===== config.mk =====
export PLATFORM = sky130hd
export DESIGN_NAME = dataPath
export DESIGN_NICKNAME = d
export VERILOG_FILES = /design/src/hw/aluPkg.sv /design/src/hw/busPkg.sv /design/src/hw/regCtrlIf.sv /design/src/hw/dataPath.sv /design/src/hw/alu.sv /design/src/hw/dataRegisters.sv /design/src/hw/registerFile.sv /design/src/hw/busMux.sv
export VERILOG_INCLUDE_DIRS = /design/src /design/src/hw
export SDC_FILE = /design/constraint.sdc
export NUM_CORES = 2
export LEC_CHECK = 0
export BUFFER_PORTS_ARGS = -buffer_cell sky130_fd_sc_hd__buf_2
export CAP_MARGIN = 40
export CORE_AREA = 3 3 429 431
export DETAILED_ROUTE_END_ITERATION = 16
export DIE_AREA = 0 0 432 434
export GPL_TIMING_DRIVEN = 0
export PLACE_DENSITY = 0.47
export SYNTH_ARGS = -nofsm -noshare
export SYNTH_HDL_FRONTEND = slang
export SYNTH_SLANG_ARGS = --single-unit

===== constraint.sdc =====
create_clock -name Clock -period 10.5 [get_ports Clock]
set_input_delay 1.05 -clock Clock [delete_from_list [all_inputs] [get_ports Clock]]
set_output_delay 1.05 -clock Clock [all_outputs]
set_load 0.02 [all_outputs]

===== src/hw/datapath_cfg.svh =====
// sizing macros for the datapath, included by the packages and by RTL that sizes data
`ifndef DATAPATH_CFG_SVH
`define DATAPATH_CFG_SVH

// width of the common bus and of every register on it
`define DATA_WIDTH 32

// number of general purpose registers in the register file
`define REG_COUNT 16

`endif

===== src/hw/aluPkg.sv =====
// ALU opcode and sequencing types, imported by the ALU and the top level
package aluPkg;

    // opcode field values, matching the instruction encoding
    typedef enum logic [4:0] {
        opAdd  = 5'b00011,
        opSub  = 5'b00100,
        opShr  = 5'b00101,
        opShra = 5'b00110,
        opShl  = 5'b00111,
        opRor  = 5'b01000,
        opAnd  = 5'b01010,
        opOr   = 5'b01011,
        opMul  = 5'b01110,
        opDiv  = 5'b01111,
        opNeg  = 5'b10000,
        opNot  = 5'b10001,
        opRol  = 5'b11010
    } aluOp_t;

    // idle waits for start, iterate runs mul/div, done raises finished
    typedef enum logic [1:0] {
        idle    = 2'b00,
        iterate = 2'b01,
        done    = 2'b10
    } aluState_t;

endpackage


===== src/hw/busPkg.sv =====
// bus-side types shared by the register blocks, the bus multiplexer and the top level
`include "datapath_cfg.svh"

package busPkg;

    // one word as it travels on the common bus
    typedef logic [`DATA_WIDTH-1:0] word_t;

    // register file index, wide enough for REG_COUNT entries
    typedef logic [$clog2(`REG_COUNT)-1:0] regIndex_t;

endpackage


===== src/hw/regCtrlIf.sv =====
// control strobes shared by the bus multiplexer and the register blocks inside the datapath
`timescale 1ns/10ps

interface regCtrlIf (
    input logic Clock,
    input logic reset
);
    import busPkg::*;

    // bus source levels, at most one high at a time
    logic RFout, PCout, IRout, RYout, RZLOout, RZHIout;
    logic MARout, RHIout, RLOout, MDRout;

    // register load enables, sampled on the rising Clock
    logic RFin, PCin, IRin, RYin, MARin, RHIin, RLOin, MDRin;

    regIndex_t RFSelect;
    logic      Read;   // MDR takes Mdatain instead of the bus
    logic      IncPC;

    // clock and reset only feed the one-source check in the mux
    modport busSel (
        input Clock, reset,
        input RFout, PCout, IRout, RYout, RZLOout, RZHIout,
        input MARout, RHIout, RLOout, MDRout
    );

    modport regs (
        input RFin, PCin, IRin, RYin, MARin, RHIin, RLOin, MDRin,
        input RFSelect, Read, IncPC
    );

endinterface


===== src/hw/dataPath.sv =====
// single-bus datapath top level, plain strobes in and the bus value out for the testbench
`timescale 1ns/10ps
`include "datapath_cfg.svh"

module dataPath (
    input  logic                  Clock,
    input  logic                  reset,
    input  logic                  RFout, PCout, IRout, RYout, RZLOout, RZHIout,
    input  logic                  MARout, RHIout, RLOout, MDRout,
    input  logic                  RFin, PCin, IRin, RYin, MARin, RHIin, RLOin, MDRin,
    input  logic                  Read,
    input  logic                  IncPC,
    input  logic [3:0]            RFSelect,
    input  logic [4:0]            opSelect,
    input  logic                  start,
    input  logic [`DATA_WIDTH-1:0] Mdatain,
    output logic                  finished,
    output logic [`DATA_WIDTH-1:0] BusMuxOut
);
    import busPkg::*;
    import aluPkg::*;

    word_t  busValue;
    word_t  rfData, pcData, irData, ryData, rzLoData, rzHiData;
    word_t  marData, hiData, loData, mdrData;
    aluOp_t aluOp;
    logic [2*`DATA_WIDTH-1:0] aluResult;

    regCtrlIf ctrl (.Clock(Clock), .reset(reset));

    // bus sources
    assign ctrl.RFout   = RFout;
    assign ctrl.PCout   = PCout;
    assign ctrl.IRout   = IRout;
    assign ctrl.RYout   = RYout;
    assign ctrl.RZLOout = RZLOout;
    assign ctrl.RZHIout = RZHIout;
    assign ctrl.MARout  = MARout;
    assign ctrl.RHIout  = RHIout;
    assign ctrl.RLOout  = RLOout;
    assign ctrl.MDRout  = MDRout;
    // load enables
    assign ctrl.RFin  = RFin;
    assign ctrl.PCin  = PCin;
    assign ctrl.IRin  = IRin;
    assign ctrl.RYin  = RYin;
    assign ctrl.MARin = MARin;
    assign ctrl.RHIin = RHIin;
    assign ctrl.RLOin = RLOin;
    assign ctrl.MDRin = MDRin;
    assign ctrl.RFSelect = RFSelect;
    assign ctrl.Read     = Read;
    assign ctrl.IncPC    = IncPC;

    assign aluOp     = aluOp_t'(opSelect);  // unlisted codes fall to zero in the ALU
    assign BusMuxOut = busValue;

    busMux busMux0 (
        .ctrl(ctrl), .rfData(rfData), .pcData(pcData), .irData(irData), .ryData(ryData),
        .rzLoData(rzLoData), .rzHiData(rzHiData), .marData(marData), .hiData(hiData),
        .loData(loData), .mdrData(mdrData), .busValue(busValue)
    );

    registerFile registerFile0 (
        .Clock(Clock), .reset(reset), .ctrl(ctrl), .busValue(busValue), .rfData(rfData)
    );

    dataRegisters dataRegisters0 (
        .Clock(Clock), .reset(reset), .ctrl(ctrl), .busValue(busValue), .Mdatain(Mdatain),
        .aluResult(aluResult), .finished(finished), .pcData(pcData), .irData(irData),
        .ryData(ryData), .rzLoData(rzLoData), .rzHiData(rzHiData), .marData(marData),
        .hiData(hiData), .loData(loData), .mdrData(mdrData)
    );

    // operand A from RY, operand B straight off the bus in the start cycle
    alu alu0 (
        .Clock(Clock), .reset(reset), .start(start), .opSelect(aluOp),
        .operandA(ryData), .operandB(busValue), .result(aluResult), .finished(finished)
    );

endmodule


===== src/hw/alu.sv =====
// multi-cycle ALU, one-cycle logic and shift ops plus 32-step mul/div, paced by start/finished
`timescale 1ns/10ps
`include "datapath_cfg.svh"

module alu (
    input  logic                     Clock,
    input  logic                     reset,
    input  logic                     start,
    input  aluPkg::aluOp_t           opSelect,
    input  busPkg::word_t            operandA,
    input  busPkg::word_t            operandB,
    output logic [2*`DATA_WIDTH-1:0] result,
    output logic                     finished
);
    import busPkg::*;
    import aluPkg::*;

    localparam int W  = `DATA_WIDTH;
    localparam int SW = $clog2(W);

    aluState_t      state;
    aluOp_t         opReg;
    word_t          aReg, bReg;
    logic [2*W-1:0] acc;         // {hi, lo} working pair for mul/div
    logic [SW-1:0]  stepCount;
    logic           startsLoop;
    logic           accepted;

    word_t          logicResult;
    logic [2*W-1:0] rolWide, rorWide;
    logic [SW-1:0]  rotAmt;
    logic [W:0]     mulSum;
    logic [W:0]     divPartial, divTrial;
    logic           divFits;
    logic           divByZero;

    assign startsLoop = (opSelect == opMul) || (opSelect == opDiv);
    assign accepted   = (state == idle) && start;  // start outside idle is dropped
    assign finished   = (state == done);

    // sequencing: one cycle in done for every op, W cycles in iterate before it for mul/div
    always_ff @(posedge Clock) begin
        if (reset) begin
            state     <= idle;
            stepCount <= '0;
        end else begin
            case (state)
                idle: begin
                    if (start) begin
                        state     <= startsLoop ? iterate : done;
                        stepCount <= '0;
                    end
                end
                iterate: begin
                    stepCount <= stepCount + 1'b1;
                    if (&stepCount) state <= done;  // last of the W steps
                end
                default: state <= idle;
            endcase
        end
    end

    // unsigned shift-add multiply step, multiplier shifts out of the low half
    assign mulSum = {1'b0, acc[2*W-1:W]} + (acc[0] ? {1'b0, aReg} : '0);

    // restoring divide step, the bit shifted out of hi stays in divPartial
    assign divPartial = acc[2*W-1:W-1];
    assign divTrial   = divPartial - {1'b0, bReg};
    assign divFits    = ~divTrial[W];
    assign divByZero  = (bReg == '0);

    always_ff @(posedge Clock) begin
        if (accepted) begin
            opReg <= opSelect;
            aReg  <= operandA;
            bReg  <= operandB;
            // low half starts as the multiplier or the dividend
            acc   <= {{W{1'b0}}, (opSelect == opDiv) ? operandA : operandB};
        end else if (state == iterate) begin
            if (opReg == opMul) begin
                acc <= {mulSum, acc[W-1:1]};
            end else begin
                acc <= {divFits ? divTrial[W-1:0] : divPartial[W-1:0], acc[W-2:0], divFits};
            end
        end
    end

    assign rotAmt  = bReg[SW-1:0];
    assign rolWide = {aReg, aReg} << rotAmt;
    assign rorWide = {aReg, aReg} >> rotAmt;

    always_comb begin
        case (opReg)
            opAdd:   logicResult = aReg + bReg;
            opSub:   logicResult = aReg - bReg;
            opAnd:   logicResult = aReg & bReg;
            opOr:    logicResult = aReg | bReg;
            opShr:   logicResult = aReg >> bReg;
            opShra:  logicResult = $signed(aReg) >>> bReg;
            opShl:   logicResult = aReg << bReg;
            opRor:   logicResult = rorWide[W-1:0];
            opRol:   logicResult = rolWide[2*W-1:W];
            opNeg:   logicResult = -bReg;  // unary ops act on the bus operand
            opNot:   logicResult = ~bReg;
            default: logicResult = '0;
        endcase
    end

    // div: quotient low, remainder high; divide by zero gives all ones over the dividend
    always_comb begin
        case (opReg)
            opMul:   result = acc;
            opDiv:   result = divByZero ? {aReg, {W{1'b0}} - 1'b1} : acc;
            default: result = {{W{1'b0}}, logicResult};
        endcase
    end

    aluStartIdle: assert property (@(posedge Clock) disable iff (reset)
                                   start |-> state == idle)
        else $error("alu: start while busy, request ignored");

    // mul/div completion lands 33 cycles after the accepted start
    aluLoopLatency: assert property (@(posedge Clock) disable iff (reset)
                                     accepted && startsLoop |-> ##33 finished)
        else $error("alu: mul/div finished out of time");

endmodule


===== src/hw/dataRegisters.sv =====
// special purpose registers on the bus: PC, IR, RY, RZ halves, MAR, HI, LO and MDR
`timescale 1ns/10ps
`include "datapath_cfg.svh"

module dataRegisters (
    input  logic                       Clock,
    input  logic                       reset,
    regCtrlIf.regs                     ctrl,
    input  busPkg::word_t              busValue,
    input  busPkg::word_t              Mdatain,
    input  logic [2*`DATA_WIDTH-1:0]   aluResult,
    input  logic                       finished,
    output busPkg::word_t              pcData,
    output busPkg::word_t              irData,
    output busPkg::word_t              ryData,
    output busPkg::word_t              rzLoData,
    output busPkg::word_t              rzHiData,
    output busPkg::word_t              marData,
    output busPkg::word_t              hiData,
    output busPkg::word_t              loData,
    output busPkg::word_t              mdrData
);
    import busPkg::*;

    word_t mdrNext;

    assign mdrNext = ctrl.Read ? Mdatain : busValue;  // memory read or bus write-back

    always_ff @(posedge Clock) begin
        if (reset) begin
            pcData   <= '0;
            irData   <= '0;
            ryData   <= '0;
            rzLoData <= '0;
            rzHiData <= '0;
            marData  <= '0;
            hiData   <= '0;
            loData   <= '0;
            mdrData  <= '0;
        end else begin
            if (ctrl.IncPC) begin
                pcData <= pcData + 1'b1;  // increment wins over a bus load
            end else if (ctrl.PCin) begin
                pcData <= busValue;
            end
            if (ctrl.IRin)  irData  <= busValue;
            if (ctrl.RYin)  ryData  <= busValue;  // ALU operand A
            if (ctrl.MARin) marData <= busValue;
            if (ctrl.RHIin) hiData  <= busValue;
            if (ctrl.RLOin) loData  <= busValue;
            if (ctrl.MDRin) mdrData <= mdrNext;
            // RZ has no strobe of its own, it follows the ALU completion pulse
            if (finished) begin
                rzLoData <= aluResult[`DATA_WIDTH-1:0];
                rzHiData <= aluResult[2*`DATA_WIDTH-1:`DATA_WIDTH];
            end
        end
    end

endmodule


===== src/hw/registerFile.sv =====
// general purpose register file, written from the bus and read onto it through RFSelect
`timescale 1ns/10ps
`include "datapath_cfg.svh"

module registerFile (
    input  logic          Clock,
    input  logic          reset,
    regCtrlIf.regs        ctrl,
    input  busPkg::word_t busValue,
    output busPkg::word_t rfData
);
    import busPkg::*;

    word_t regs [`REG_COUNT];

    // whole file clears on reset so every register reads zero afterwards
    always_ff @(posedge Clock) begin
        if (reset) begin
            for (int i = 0; i < `REG_COUNT; i++) begin
                regs[i] <= '0;
            end
        end else if (ctrl.RFin) begin
            regs[ctrl.RFSelect] <= busValue;
        end
    end

    // read port is combinational, same index as the write port
    assign rfData = regs[ctrl.RFSelect];

endmodule


===== src/hw/busMux.sv =====
// common bus driver, an AND-OR selection of whichever source level is high
`timescale 1ns/10ps

module busMux (
    regCtrlIf.busSel      ctrl,
    input  busPkg::word_t rfData,
    input  busPkg::word_t pcData,
    input  busPkg::word_t irData,
    input  busPkg::word_t ryData,
    input  busPkg::word_t rzLoData,
    input  busPkg::word_t rzHiData,
    input  busPkg::word_t marData,
    input  busPkg::word_t hiData,
    input  busPkg::word_t loData,
    input  busPkg::word_t mdrData,
    output busPkg::word_t busValue
);
    import busPkg::*;

    localparam int W = $bits(word_t);

    logic [9:0] srcLevels;

    assign srcLevels = {ctrl.RFout, ctrl.PCout, ctrl.IRout, ctrl.RYout, ctrl.RZLOout,
                        ctrl.RZHIout, ctrl.MARout, ctrl.RHIout, ctrl.RLOout, ctrl.MDRout};

    // no source high leaves the bus at zero
    always_comb begin
        busValue = (rfData   & {W{ctrl.RFout}})
                 | (pcData   & {W{ctrl.PCout}})
                 | (irData   & {W{ctrl.IRout}})
                 | (ryData   & {W{ctrl.RYout}})
                 | (rzLoData & {W{ctrl.RZLOout}})
                 | (rzHiData & {W{ctrl.RZHIout}})
                 | (marData  & {W{ctrl.MARout}})
                 | (hiData   & {W{ctrl.RHIout}})
                 | (loData   & {W{ctrl.RLOout}})
                 | (mdrData  & {W{ctrl.MDRout}});
    end

    // two drivers at once would OR their words together on the bus
    busOneSource: assert property (@(posedge ctrl.Clock) disable iff (ctrl.reset)
                                   $onehot0(srcLevels))
        else $error("busMux: more than one bus source enabled (%b)", srcLevels);

endmodule


== Word-level counts from Yosys, hierarchy flattened ==
Memories as Yosys holds them, arrays and structs flattened.
Cells that the tools add are included.
W data, S select, Z words.

* Shift-type cells: 5
* Add/subtract/negate cells: 7
* Bitwise operators: 23
* Equal/unequal tests: 19
* Muxes and demuxes: 26
* Reductions and logical operators: 11

{| class="wikitable"
|+ Operators by type and width
! cell !! count
|-
| $and A32 B32 Y32 || 11
|-
| $pmux W32 S11 || 1
|-
| $or A32 B32 Y32 || 10
|-
| $mux W32 || 9
|-
| $mux W64 || 2
|-
| $pmux W64 S2 || 1
|-
| $shl A64 B5 Y64 || 1
|-
| $shr A64 B5 Y32 || 1
|-
| $eq A5 B4 Y1 const B || 7
|-
| $add A32 B32 Y33 || 1
|-
| $sub A33 B32 Y33 || 1
|-
| $add A32 B1 Y32 const B || 1
|-
| $add A32 B32 Y32 || 1
|-
| $logic_not A32 Y1 || 1
|-
| $neg A32 Y32 || 1
|-
| $not A32 Y32 || 1
|-
| $reduce_or A32 Y1 || 1
|-
| $shl A32 B32 Y32 || 1
|-
| $shr A32 B32 Y32 || 1
|-
| $sshr A32 B32 Y32 || 1
|-
| $sub A32 B32 Y32 || 1
|-
| $eq A5 B3 Y1 const B || 4
|-
| $eq A5 B5 Y1 const B || 3
|-
| $pmux W5 S2 || 1
|-
| 18 further kinds || 28
|}

* Input port bits: 64
* Register bits: 428
* Word-level logic and storage cells: 108
* Output and inout bits: 33
* Memories: 1
* RAM bits: 512

{| class="wikitable"
|+ Memory list
! memory !! words !! width !! read ports !! clocked after memory_dff !! write ports !! line !! RTL
|-
| registerFile0.regs || 16 || 32 || 1 || 0 || 16 || registerFile.sv:14 || <nowiki>word_t regs [`REG_COUNT];</nowiki>
|}

== Depth between registers and ports, before layout ==
An unclocked memory read counts as a cell.

* Depth in word-level cells: 13
* Gate-level depth with buffers: 17
* Depth with buffers taken out: 15

== Modules after synthesis ==
From an unflattened synthesis, not the netlist that was laid out.

* Cells, all modules: 5609
* Area total of the unflattened synthesis: 56809.5 um^2

{| class="wikitable"
|+ Modules (own cells, without submodules)
! module !! area each (um^2) !! cells an instance !! times used !! sequential area each (um^2)
|-
| registerFile || 22889.5 || 1418 || 1 || 15374.7
|-
| alu || 21006.4 || 2862 || 1 || 3813.7
|-
| dataRegisters || 11050.6 || 1107 || 1 || 5765.5
|-
| busMux || 1863.0 || 222 || 1 || 0.0
|}

== Worst setup path after synthesis ==
OpenSTA, ideal clock, no wires.

* Kind: input -> output
* Start: input port RFSelect[0]
* End: output port BusMuxOut[31]
* Arrival time: 3800 ps
* Slack: 5650 ps
* Buffers on the path: 4
* Stages: 8
* Required time: 9450 ps
* Cell sequence: clkbuf_1 > buf_2 > buf_1 > mux4_2 > mux4_2 > a21oi_1 > clkbuf_1 > inv_1

* Longest elaborated chain between the ends: 11

{| class="wikitable"
|+ Ends and longest elaborated chain
! element !! line !! RTL
|-
| start, declared || dataPath.sv:13 || <nowiki>input logic [3:0] RFSelect,</nowiki>
|-
| $mem_v2 Z16 W32 || n/a ||
|-
| $and A32 B32 Y32 || busMux.sv:29 || <nowiki>busValue = (rfData & {W{ctrl.RFout}})</nowiki>
|-
| $or A32 B32 Y32 || busMux.sv:30 || <nowiki>| (pcData & {W{ctrl.PCout}})</nowiki>
|-
| $or A32 B32 Y32 || busMux.sv:31 || <nowiki>| (irData & {W{ctrl.IRout}})</nowiki>
|-
| $or A32 B32 Y32 || busMux.sv:32 || <nowiki>| (ryData & {W{ctrl.RYout}})</nowiki>
|-
| $or A32 B32 Y32 || busMux.sv:33 || <nowiki>| (rzLoData & {W{ctrl.RZLOout}})</nowiki>
|-
| $or A32 B32 Y32 || busMux.sv:34 || <nowiki>| (rzHiData & {W{ctrl.RZHIout}})</nowiki>
|-
| $or A32 B32 Y32 || busMux.sv:35 || <nowiki>| (marData & {W{ctrl.MARout}})</nowiki>
|-
| $or A32 B32 Y32 || busMux.sv:36 || <nowiki>| (hiData & {W{ctrl.RHIout}})</nowiki>
|-
| $or A32 B32 Y32 || busMux.sv:37 || <nowiki>| (loData & {W{ctrl.RLOout}})</nowiki>
|-
| $or A32 B32 Y32 || busMux.sv:38 || <nowiki>| (mdrData & {W{ctrl.MDRout}});</nowiki>
|-
| end, declared || dataPath.sv:18 || <nowiki>output logic [`DATA_WIDTH-1:0] BusMuxOut</nowiki>
|}

No other way between the ends.

== Final worst setup path ==
* Start: input port RFSelect[1]
* End: output port BusMuxOut[14]

Same word-level chain as after synthesis.

==> run_results.csv <==
group,metric,value,unit
status,status,"completed",
global_route,grt_pass1_wl,383400,um
routing,drc,0,
cells_and_area,final_area,62980,um^2
floorplanning,num_rows,156,
global_route,grt_usage,0.2903,
routing,antenna_left,0,
placed_design,place_area,59430,um^2
cts,cts.path.max_buffers,3,
sta,setup_viol,0,
sta,period_minus_slack,6.646,ns
synth,synth_flop_cell,"edfxtp_1",
cells_and_area,largest_register_ff_count,512,
cells_and_area,multi_input_area,26900,um^2
critical_path,critPathMaxFanout,10,
sta,max_slew_margin,0.2607,
global_route,globalRouteOverflowTotal,0,
synth,seq_area_frac_synth,0.4612,
synth,yosysMostFrequentCell,"nor2_1",
sta,fmax,150.5,MHz
critical_path,crit_path_start_kind,"input port",
global_route,grt_max_degree,61,
routing,vias,48250,
cells_and_area,fillers,18480,
critical_path,path_buf_inv,6,
critical_path,crit_type,"in2out",
routing,routed_via_density,5.813,
synth,synth.distinct_cells,80,
cells_and_area,area_growth,16.40,%
global_route,grt_pass1_vias,47190,
synth,synth_edf_count,613,
cells_and_area,reg_top3,"registerFile0.regs: 512 flops, alu0.acc: 64 flops",
critical_path,crit_chain,"clkbuf_1, clkbuf_1, clkbuf_1, mux4_2, mux4_2, a21oi_1, clkbuf_1, inv_1, buf_2",
routing,initialDrtViolationCount,5073,
synth,synth-seq-cells,940,
cells_and_area,nNetsFinal,6070,
sta,rsz0062_at_grt,"false",
job,cap_violations,0,
sta,worstMarginPinSlew,1.109,ns
cts,cts_tree,"built",
critical_path,crit_slowest_cell,"a21oi_1",
floorplanning,initial_core_util,0.2997,
placed_design,dp.final_hpwl,227900,um
routing,routedWlPerCell,33.61,um
sta,finalMaxSlewViolations,0,
floorplanning,ios,97,
cts,clock_latency,0.76,ns
critical_path,worstSetupEndpointType,"output pin",
cts,postCtsHoldBufs,0,
synth,synth_area_leader_cell,"edfxtp_1",
power,power_leakage,0.02388,uW
sta,fin_crit_sh,0.6330,
placed_design,portBuffers,84,
cts,cts_setup_buffers,0,
routing,wirelength,279000,um
power,powerDensity,173.5,nW/um^2
critical_path,crit_family,"buffers and inverters",
cells_and_area,largest_register,"registerFile0.regs",
sta,hold_viol,0,
synth,syn_area_per_cell,9.871,um^2
cells_and_area,layout-drive-gt1-share,0.1223,
synth,ys.warnings.count,0,
floorplanning,placeableCoreArea,180500,um^2
synth,async_flop_share,0,
power,ir_worst_vdd,0.1528,mV
floorplanning,die_w,432,um
critical_path,cp.required,9.45,ns
floorplanning,dieArea,187500,um^2
synth,syn_area,54100,um^2
cts,cts.sinks,940,
cts,htreeDepth,3,
floorplanning,die_h,434,um
critical_path,crit_top_cell,"clkbuf_1",
global_route,antenna_found_initial,9,
sta,finalClockSkew,0.09381,ns
cts,root_buffer,"clkbuf_16",
synth,post_synth_main_area_contributors,"edfxtp_1, dfxtp_1, mux4_2, nor2_1, ha_1",
synth,syn-num-nets,5719,
cts,cts_inserted_buffers,106,
synth,synthCells,5481,
sta,setup-tns-final,0,ns
cells_and_area,seqCellArea,24950,um^2
hold_path,hp-class,"reg2reg",
cts,path_clk_slew,0.05,ns
routing,first_pass_iters,6,
synth,synthTopCellsByCount,"nor2_1, edfxtp_1, clkbuf_1",
cts,cts_resized,0,
synth,synth_top_area_frac,0.3402,
critical_path,cp_data_arrival_time,5.60,ns
placed_design,gp_congestion,1.070,
critical_path,max_stage_delay,0.74,ns
## area by class of cell
type,count,share of cell area
Tap cell,2370,0.04709
Multi-Input combinational cell,3933,0.4271
Buffer,467,0.02879
Clock inverter,63,0.008940
Inverter,141,0.008444
Timing Repair Buffer,243,0.03622
Sequential cell,940,0.3962
Antenna cell,4,0.0001589
Clock buffer,139,0.04699
## path summary, 6_finish.rpt
kind | start | to | slack [ns] | depth (start not counted)
setup / recovery | RFSelect[1] | BusMuxOut[14] | 3.85 | 9
hold / removal | alu0.stepCount[4]$_SDFFE_PP0P_ | alu0.stepCount[4]$_SDFFE_PP0P_ | 0.47 | 2
setup reg to reg | alu0.bReg[2]$_DFFE_PP_ | dataRegisters0.rzLoData[30]$_SDFFE_PP0P_ | 3.93 | 18
hold reg to reg | alu0.stepCount[4]$_SDFFE_PP0P_ | alu0.stepCount[4]$_SDFFE_PP0P_ | 0.47 | 2
## per-stage QoR
step                  util  setup slack, ns  power (uW)  hold slack [ns]  std cells
floorplan                -            5.650        5846           0.4395       5481
global placement    0.3184            1.581        7056           0.4697       7935
detailed placement  0.3292            3.793        7140           0.4729       8093
CTS                 0.3487            3.784       10910           0.4820       8295
global route        0.3488            3.680       11260           0.4978       8298
finish              0.3488            3.854       10920           0.4742       8300
## where the power goes
part / leakage, uW / total, uW / switching (uW) / internal (uW)
sequential: 0.00893 / 4430 / 238 / 4190
clock: 0.00172 / 3780 / 1680 / 2100
combinational: 0.0132 / 2720 / 1900 / 827
total: 0.0239 / 10900 / 3810 / 7120
## layer usage
layer / up-vias / wire length, um / global-route usage / part of all wire
met5: - / 13 / 0 / 0.000047
met4: 2 / 20920 / 0.1769 / 0.075
met3: 696 / 16580 / 0.04391 / 0.059
met2: 2174 / 131300 / 0.4845 / 0.47
met1: 24200 / 110200 / 0.3533 / 0.39
li1: 21170 / - / - / -
## worst min-delay path, stage by stage (launching register included)
cell     delay (ns)
dfxtp_1        0.31
nand3_1        0.06
a21oi_1        0.06
## layout by cell type, fill, tap and decap left out, drive strengths merged, types with 85 or more instances in the layout
| cell type | Yosys | final |
|---|---|---|
| mux2i | 133 | 133 |
| a221oi | 85 | 85 |
| clkbuf | 397 | 536 |
| buf | 70 | 310 |
| inv | 139 | 141 |
| a31oi | 91 | 91 |
| edfxtp | 613 | 613 |
| nand2 | 354 | 354 |
| nor3 | 90 | 90 |
| o21ai | 248 | 248 |
| a211oi | 218 | 218 |
| dfxtp | 327 | 327 |
| mux4 | 205 | 205 |
| nor2 | 1112 | 1112 |
| nand3 | 88 | 88 |
| ha | 170 | 170 |
| a21oi | 317 | 317 |
## cell families (layout without fill, tap and decap cells)
kind of cell	count (synthesis)	in the layout	synth area share
and+or+nand+nor	1872	1872	0.1452
AOI/OAI and AO/OA	1426	1426	0.1780
DFF	940	940	0.4612
buffers and inverters	608	1053	0.04327
muxes	365	365	0.1156
adders and majority gates	174	174	0.04079
xor gates and xnor gates	96	96	0.01589
other	0	4	0
No activity file was read; power rests on OpenSTA's default activity.
